## config.mk

```make
export PLATFORM = sky130hd
export DESIGN_NAME = logic_cluster
export DESIGN_NICKNAME = d
export VERILOG_FILES = /design/src/verilog/jade_pkg.sv /design/src/verilog/issue_dispatch.sv /design/src/verilog/fu_logic.sv /design/src/verilog/cdb_arbiter.sv /design/src/verilog/logic_cluster.sv
export SDC_FILE = /design/constraint.sdc
export NUM_CORES = 1
export LEC_CHECK = 0
export BUFFER_PORTS_ARGS = -buffer_cell sky130_fd_sc_hd__buf_4
export CAP_MARGIN = 30
export CORE_MARGIN = 3
export CORE_UTILIZATION = 48
export DETAILED_ROUTE_END_ITERATION = 7
export PLACE_DENSITY = 0.66
export SETUP_SLACK_MARGIN = 0.4
export SYNTH_ARGS = -nofsm -noshare
export SYNTH_HDL_FRONTEND = slang
export SYNTH_SLANG_ARGS = --single-unit
```

## constraint.sdc

```tcl
create_clock -name clk_i -period 6 [get_ports clk_i]
set_input_delay 1.2 -clock clk_i [delete_from_list [all_inputs] [get_ports clk_i]]
set_output_delay 1.2 -clock clk_i [all_outputs]
set_load 0.005 [all_outputs]
```

## src/verilog/jade_pkg.sv

```systemverilog
`default_nettype none

package jade_pkg;

    // machine sizes
    localparam int WORD_SIZE    = 32;
    localparam int NUM_FLAGS    = 2;
    localparam int ROB_ENTRY    = 16;
    localparam int NUM_PHYS_REG = 64;
    localparam int NUM_FU       = 4;

    // derived index widths
    localparam int SHAMT_W  = $clog2(WORD_SIZE);
    localparam int FU_IDX_W = $clog2(NUM_FU);

    // flag bit positions
    localparam int FLAG_NEG  = 1;
    localparam int FLAG_ZERO = 0;

    typedef logic [WORD_SIZE-1:0]            word_t;
    typedef logic [NUM_FLAGS-1:0]            flags_t;
    typedef logic [$clog2(ROB_ENTRY)-1:0]    rob_tag_t;
    typedef logic [$clog2(NUM_PHYS_REG)-1:0] preg_t;
    typedef logic [2:0]                      logic_op_t;
    typedef logic [NUM_FU-1:0]               fu_sel_t;
    typedef logic [FU_IDX_W-1:0]             fu_idx_t;
    typedef logic [SHAMT_W-1:0]              shamt_t;

    // opcodes, all eight are legal
    localparam logic_op_t OP_AND  = 3'd0;
    localparam logic_op_t OP_XOR  = 3'd1;
    localparam logic_op_t OP_OR   = 3'd2;
    localparam logic_op_t OP_NEG  = 3'd3;
    localparam logic_op_t OP_LSLS = 3'd4;
    localparam logic_op_t OP_LSRS = 3'd5;
    localparam logic_op_t OP_ASRS = 3'd6;
    localparam logic_op_t OP_RORS = 3'd7;

    // issued micro-op, 77 bits
    typedef struct packed {
        logic_op_t opcode;
        word_t     operand1;
        word_t     operand2;
        rob_tag_t  rob_dest;
        preg_t     reg_dest;
    } issue_req_t;

    // common data bus payload, 40 bits
    typedef struct packed {
        preg_t  dest;
        flags_t flags;
        word_t  result;
    } cdb_t;

    // writeback record toward the ROB, 44 bits
    typedef struct packed {
        rob_tag_t rob_dest;
        cdb_t     cdb;
    } rob_wb_t;

endpackage

`default_nettype wire

```

## src/verilog/issue_dispatch.sv

```systemverilog
`timescale 1ns/100ps
`default_nettype none

module issue_dispatch
(
    input  logic                 clk_i,
    input  logic                 reset_i,
    input  logic                 issue_valid_i,
    input  jade_pkg::issue_req_t issue_i,
    output logic                 issue_ready_o,
    input  jade_pkg::fu_sel_t    fu_free_i,
    output jade_pkg::fu_sel_t    fu_issue_v_o,
    output jade_pkg::issue_req_t fu_req_o
);

    // rotating start point for the search
    jade_pkg::fu_idx_t start_ptr_r;
    jade_pkg::fu_idx_t pick;
    logic              found;
    logic              accept;

    // first free unit at or after the start pointer
    always_comb
    begin : find_free
        jade_pkg::fu_idx_t cand;
        found = 1'b0;
        pick  = start_ptr_r;
        cand  = start_ptr_r;
        for (int i = 0; i < jade_pkg::NUM_FU; i++)
        begin
            // index wraps through the width of fu_idx_t
            cand = start_ptr_r + jade_pkg::fu_idx_t'(i);
            if (!found && fu_free_i[cand])
            begin
                found = 1'b1;
                pick  = cand;
            end
        end
    end

    assign issue_ready_o = |fu_free_i;
    assign accept        = issue_valid_i && issue_ready_o;

    // one-hot strobe into the chosen unit
    always_comb
    begin
        fu_issue_v_o = '0;
        if (issue_valid_i && found)
        begin
            fu_issue_v_o[pick] = 1'b1;
        end
    end

    // payload is shared, only the strobe selects the taker
    assign fu_req_o = issue_i;

    // move the start point past the unit that took the op
    always_ff @(posedge clk_i)
    begin
        if (reset_i)
        begin
            start_ptr_r <= '0;
        end
        else if (accept)
        begin
            start_ptr_r <= pick + jade_pkg::fu_idx_t'(1);
        end
    end

endmodule

`default_nettype wire

```

## src/verilog/fu_logic.sv

```systemverilog
`timescale 1ns/100ps
`default_nettype none

module fu_logic
(
    input  logic                 clk_i,
    input  logic                 reset_i,
    input  logic                 exe_v_i,
    input  jade_pkg::issue_req_t req_i,
    input  logic                 grant_i,
    output logic                 free_o,
    output logic                 slot_valid_o,
    output jade_pkg::rob_wb_t    slot_o
);

    jade_pkg::word_t   op1;
    jade_pkg::word_t   op2;
    jade_pkg::word_t   result;
    jade_pkg::flags_t  flags;
    jade_pkg::shamt_t  rot_amt;
    jade_pkg::rob_wb_t slot_n;
    jade_pkg::rob_wb_t slot_r;
    logic              slot_valid_r;

    assign op1     = req_i.operand1;
    assign op2     = req_i.operand2;
    assign rot_amt = op2[jade_pkg::SHAMT_W-1:0];

    // shifts take the whole operand2, so large amounts flush out
    always_comb
    begin
        unique case (req_i.opcode)
            jade_pkg::OP_AND:  result = op1 & op2;
            jade_pkg::OP_XOR:  result = op1 ^ op2;
            jade_pkg::OP_OR:   result = op1 | op2;
            jade_pkg::OP_NEG:  result = ~op1;
            jade_pkg::OP_LSLS: result = op1 << op2;
            jade_pkg::OP_LSRS: result = op1 >> op2;
            // sign fill for amounts of 32 and up
            jade_pkg::OP_ASRS: result = $signed(op1) >>> op2;
            // a zero amount makes the left part vanish, leaving op1
            jade_pkg::OP_RORS: result = (op1 >> rot_amt)
                                      | (op1 << (jade_pkg::WORD_SIZE - int'(rot_amt)));
        endcase
    end

    // negative and zero flags
    always_comb
    begin
        flags                     = '0;
        flags[jade_pkg::FLAG_NEG] = result[jade_pkg::WORD_SIZE-1];
        flags[jade_pkg::FLAG_ZERO] = (result == '0);
    end

    always_comb
    begin
        slot_n.rob_dest     = req_i.rob_dest;
        slot_n.cdb.dest     = req_i.reg_dest;
        slot_n.cdb.flags    = flags;
        slot_n.cdb.result   = result;
    end

    // a new op may enter in the same cycle the old one is granted
    always_ff @(posedge clk_i)
    begin
        if (reset_i)
        begin
            slot_valid_r <= 1'b0;
        end
        else if (exe_v_i)
        begin
            slot_valid_r <= 1'b1;
        end
        else if (grant_i)
        begin
            slot_valid_r <= 1'b0;
        end
    end

    always_ff @(posedge clk_i)
    begin
        if (exe_v_i)
        begin
            slot_r <= slot_n;
        end
    end

    assign free_o       = !slot_valid_r || grant_i;
    assign slot_valid_o = slot_valid_r;
    assign slot_o       = slot_r;

endmodule

`default_nettype wire

```

## src/verilog/cdb_arbiter.sv

```systemverilog
`timescale 1ns/100ps
`default_nettype none

module cdb_arbiter
(
    input  logic              clk_i,
    input  logic              reset_i,
    input  jade_pkg::fu_sel_t slot_valid_i,
    input  jade_pkg::rob_wb_t slot_i [jade_pkg::NUM_FU],
    output jade_pkg::fu_sel_t grant_o,
    output logic              cdb_valid_o,
    output jade_pkg::rob_wb_t cdb_o,
    input  logic              cdb_ready_i
);

    jade_pkg::fu_idx_t rr_ptr_r;
    jade_pkg::fu_idx_t pick;
    logic              found;
    logic              can_load;
    logic              cdb_valid_r;
    jade_pkg::rob_wb_t cdb_r;

    // output register is empty or leaving this cycle
    assign can_load = !cdb_valid_r || cdb_ready_i;

    // round-robin search from the pointer
    always_comb
    begin : rr_search
        jade_pkg::fu_idx_t cand;
        found = 1'b0;
        pick  = rr_ptr_r;
        cand  = rr_ptr_r;
        for (int i = 0; i < jade_pkg::NUM_FU; i++)
        begin
            cand = rr_ptr_r + jade_pkg::fu_idx_t'(i);
            if (!found && slot_valid_i[cand])
            begin
                found = 1'b1;
                pick  = cand;
            end
        end
    end

    always_comb
    begin
        grant_o = '0;
        if (can_load && found)
        begin
            grant_o[pick] = 1'b1;
        end
    end

    always_ff @(posedge clk_i)
    begin
        if (reset_i)
        begin
            cdb_valid_r <= 1'b0;
            rr_ptr_r    <= '0;
        end
        else if (can_load)
        begin
            cdb_valid_r <= found;
            if (found)
            begin
                rr_ptr_r <= pick + jade_pkg::fu_idx_t'(1);
            end
        end
    end

    // record holds while the ROB stalls
    always_ff @(posedge clk_i)
    begin
        if (can_load && found)
        begin
            cdb_r <= slot_i[pick];
        end
    end

    assign cdb_valid_o = cdb_valid_r;
    assign cdb_o       = cdb_r;

endmodule

`default_nettype wire

```

## src/verilog/logic_cluster.sv

```systemverilog
`timescale 1ns/100ps
`default_nettype none

module logic_cluster
(
    input  logic                 clk_i,
    input  logic                 reset_i,
    input  logic                 issue_valid_i,
    input  jade_pkg::issue_req_t issue_i,
    output logic                 issue_ready_o,
    output logic                 cdb_valid_o,
    output jade_pkg::rob_wb_t    cdb_o,
    input  logic                 cdb_ready_i
);

    jade_pkg::fu_sel_t    fu_free;
    jade_pkg::fu_sel_t    fu_issue_v;
    jade_pkg::issue_req_t fu_req;
    jade_pkg::fu_sel_t    slot_valid;
    jade_pkg::rob_wb_t    slot [jade_pkg::NUM_FU];
    jade_pkg::fu_sel_t    grant;

    issue_dispatch u_dispatch
    (
        .clk_i         (clk_i),
        .reset_i       (reset_i),
        .issue_valid_i (issue_valid_i),
        .issue_i       (issue_i),
        .issue_ready_o (issue_ready_o),
        .fu_free_i     (fu_free),
        .fu_issue_v_o  (fu_issue_v),
        .fu_req_o      (fu_req)
    );

    // identical logic units, each with its own result slot
    for (genvar g = 0; g < jade_pkg::NUM_FU; g++)
    begin : g_fu
        fu_logic u_fu
        (
            .clk_i        (clk_i),
            .reset_i      (reset_i),
            .exe_v_i      (fu_issue_v[g]),
            .req_i        (fu_req),
            .grant_i      (grant[g]),
            .free_o       (fu_free[g]),
            .slot_valid_o (slot_valid[g]),
            .slot_o       (slot[g])
        );
    end

    cdb_arbiter u_arbiter
    (
        .clk_i        (clk_i),
        .reset_i      (reset_i),
        .slot_valid_i (slot_valid),
        .slot_i       (slot),
        .grant_o      (grant),
        .cdb_valid_o  (cdb_valid_o),
        .cdb_o        (cdb_o),
        .cdb_ready_i  (cdb_ready_i)
    );

endmodule

`default_nettype wire

```

==> impl_metrics.toml <==
[timing]
post-route-period-util_pct = 87.22
tightest_slew_ps = 1075
setup_tns_ps = 0
slew_headroom_pct = 26.47
post-route-min-period_ps = 5233
rsz0062_at_grt = "no"
hold_viol = 0
slew_violations = 0
fmax_mhz = 191.1
setup_viol = 0
fin_skew_ps = 15.61

[routing]
drc = 0
drtAntennaViolNets = 0
wl_per_cell_um = 36.68
vias = 19080
viasPerCell = 7.429
drtIter0Drc = 2765
drt_first_pass_iters = 6
drt_wl_total_um = 94240

[clock_tree]
ctsHtreeMaxLevel = 1
cts_made_buffers = 18
root_buffer = "clkbuf_16"
post_cts.repair.setup_buffers = 0
cts_resized = 0
clk_pin_slew_ps = 70
clock_path_buffers = 3
cts_sinks = 224
cts_tree = "yes"
holdBufCountCts = 0
clk-insertion-delay-late_ps = 480

[synthesis]
syn-cell-area_um2 = 19100
synth_edf_count = 215
async_reset_ff_share_pct = 0
synth_fp_nets = 2132
yosysUniqueCellTypes = 89
syn_area_per_cell_um2 = 9.663
syn_inst = 1977
synth_seq_cells = 224
synth-main-ff-cell = "edfxtp_1"
yosysSeqAreaShare_pct = 34.74
ys_warn_count = 0

[critical_path]
crit_start = "issue_i[12]"
cp.depth = 12
cp_slowest_cell = "o31ai_1"
path_common_cell = "buf_4"
start_kind = "primary input"
critical_path_arrival_ps = 5490
r2r_cells = 12
crit_family = "compound AO/OA/AOI/OAI gates"
endpoint_kind = "register"
crit_chain = "buf_4 -> o31ai_1 -> nand2_1 -> buf_4 -> mux4_2 -> and2_1 -> o31ai_1 -> a31oi_1 -> nor4_1 -> buf_4 -> nand4b_1 -> nor4_2"
crit_required_ps = 6250
reg2reg_from = "g_fu[2].u_fu.slot_valid_o"
critPathMaxStageDelay_ps = 740
cp.buffers_inverters = 3
crit_type = "in2reg"
worst-path-max-fanout = 55
rr_endpoint = "g_fu[3].u_fu.slot_o[29]"
critPathCapture = "g_fu[0].u_fu.slot_o[32]"
r2r_slack_ps = 1500

[power]
total_power_mw = 6.878
power_density_nw_per_um2 = 321.6
vdd_drop_max_uv = 420.5
p_leak_nw = 8.195

[run]
maxCapViolCount = 0

[status]
status = "finished clean"

[global_route]
grt_usage_pct = 43.84
antenna_found_initial = 4
grt_pass1_vias = 18410
grt-ovfl-total = 0
grt_max_degree = 90
grt_pass1_wl_um = 132800

[finish]
finalNetCount = 2191
mostFrequentLayoutCell = "nand2_1"
layout_common_cells = "nand2_1, buf_4, edfxtp_1"
syn2layout_area_growth_pct = 11.95
fin_util_pct = 54.82
drive_above_1_share_pct = 22.41
fill_cells = 3372

[placed_design]
io_buffers = 126
gp_congestion = 1.132
dp_hpwl_um = 68050

[floorplanning]
die_h_um = 205.5
die-area_um2 = 42230
core_area_um2 = 39010
dieWidth_um = 205.5
std_cell_rows = 72
num_io_pins = 127
start_util_pct = 48.97

[worst_hold_path]
min_path_type = "reg2reg"
## logic make-up (layout without fill, tap and decap cells)
| family | Yosys count | in the layout | synth area share [%] |
|---|---|---|---|
| AOI/OAI and AO/OA | 512 | 512 | 18.80 |
| xor gates and xnor gates | 2 | 2 | 0.1310 |
| adders and majority gates | 74 | 74 | 4.847 |
| buffers and inverters | 280 | 351 | 6.157 |
| DFF | 224 | 224 | 34.74 |
| muxes | 240 | 240 | 19.34 |
| other | 0 | 3 | 0 |
| and+or+nand+nor | 645 | 645 | 15.98 |
## sequential cells by signal, summed over array words and instances, names as in the netlist
name	count
g_fu.u_fu.slot_o	172
u_dispatch.start_ptr_r	2
g_fu.u_fu.slot_valid_o	4
u_arbiter.cdb_o	43
u_arbiter.rr_ptr_r	2
u_arbiter.cdb_valid_o	1
## layer usage
| metal | up-vias | global-route usage, % | share of wire, % |
|---|---|---|---|
| li1 | 7739 | - | - |
| met3 | 373 | 10.60 | 12 |
| met1 | 9400 | 54.98 | 36 |
| met5 | - | 0 | 0.016 |
| met4 | 2 | 29.19 | 8.5 |
| met2 | 1570 | 67.34 | 44 |
## final cells by class
class / count / area [µm²] / share of cell area [%]
well taps: 518 / 648.1 / 3.031
flip-flops and latches: 224 / 6636 / 31.03
clock buffers: 22 / 486.7 / 2.276
inverters: 76 / 285.3 / 1.334
clock inverters: 10 / 87.58 / 0.4095
repair buffers: 243 / 1887 / 8.823
diodes: 3 / 7.507 / 0.03510
multi-input cells: 1473 / 11350 / 53.06
## power by group
| part | total [mW] | internal [mW] | switching [mW] |
|---|---|---|---|
| clock network | 1.15 | 0.630 | 0.523 |
| logic | 3.11 | 1.08 | 2.03 |
| registers | 2.62 | 2.45 | 0.165 |
## worst register-to-register path, stage by stage, from the launching register on
cell,delay [ps]
dfxtp_1,360
nor2b_1,160
o21ai_0,260
o221a_2,260
clkinv_1,250
ha_1,320
a21boi_0,520
a311o_1,300
o21ai_0,100
a21oi_1,280
ha_1,190
and3_2,710
buf_4,470
## stage by stage
step           std cells  hold slack (ps)  setup slack [ps]  cell area, µm²
4_1_cts             2566            549.3              1038           21380
3_5_place_dp        2534            541.7             534.9           20800
5_1_grt             2566            592.2             726.5           21380
2_1_floorplan       1977            503.7             512.8           19120
6_report            2569            560.3             767.0           21390
3_3_place_gp        2534            523.7             458.6           20800
## synthesized netlist by cell type, types with 7 or more instances
library cell / number / area, µm²
nor3_1: 41 / 205.2
a21oi_1: 79 / 395.4
clkbuf_1: 131 / 491.7
edfxtp_1: 215 / 6456
nand4_1: 12 / 75.07
nand3_1: 38 / 190.2
dfxtp_1: 9 / 180.2
o32ai_1: 9 / 78.83
buf_4: 9 / 67.56
nor2b_1: 13 / 81.33
o31ai_1: 11 / 82.58
nand2_1: 290 / 1089
mux2_2: 43 / 484.2
o211ai_1: 26 / 195.2
nor4_1: 21 / 131.4
mux4_2: 99 / 2230
inv_1: 70 / 262.8
buf_2: 43 / 215.2
and3_1: 52 / 325.3
a221oi_1: 32 / 280.3
o22ai_1: 18 / 112.6
buf_1: 16 / 60.06
a311oi_1: 8 / 70.07
o21ai_0: 84 / 420.4
o221ai_1: 15 / 131.4
a31oi_1: 72 / 450.4
and2_1: 10 / 62.56
a211o_1: 8 / 70.07
ha_1: 74 / 925.9
mux2i_1: 98 / 980.9
o21a_1: 10 / 75.07
o211a_1: 7 / 70.07
nand2b_1: 14 / 87.58
o32a_1: 11 / 110.1
a221o_1: 9 / 90.09
a211oi_1: 23 / 172.7
nor2_1: 104 / 390.4
o2111ai_1: 11 / 96.34
## worst min path at each step
stage                                      from  depth (start not counted)                     to  slack, ps
after CTS                 u_arbiter.rr_ptr_r[0]                          2  u_arbiter.rr_ptr_r[0]        550
after global routing      u_arbiter.rr_ptr_r[0]                          2  u_arbiter.rr_ptr_r[0]        590
after detailed placement  u_arbiter.rr_ptr_r[0]                          2  u_arbiter.rr_ptr_r[0]        540
after floorplan           u_arbiter.rr_ptr_r[0]                          2  u_arbiter.rr_ptr_r[0]        500
after global placement    u_arbiter.rr_ptr_r[0]                          2  u_arbiter.rr_ptr_r[0]        520
final                     u_arbiter.rr_ptr_r[0]                          2  u_arbiter.rr_ptr_r[0]        560
Note: power is estimated with default switching activity, not from simulation.
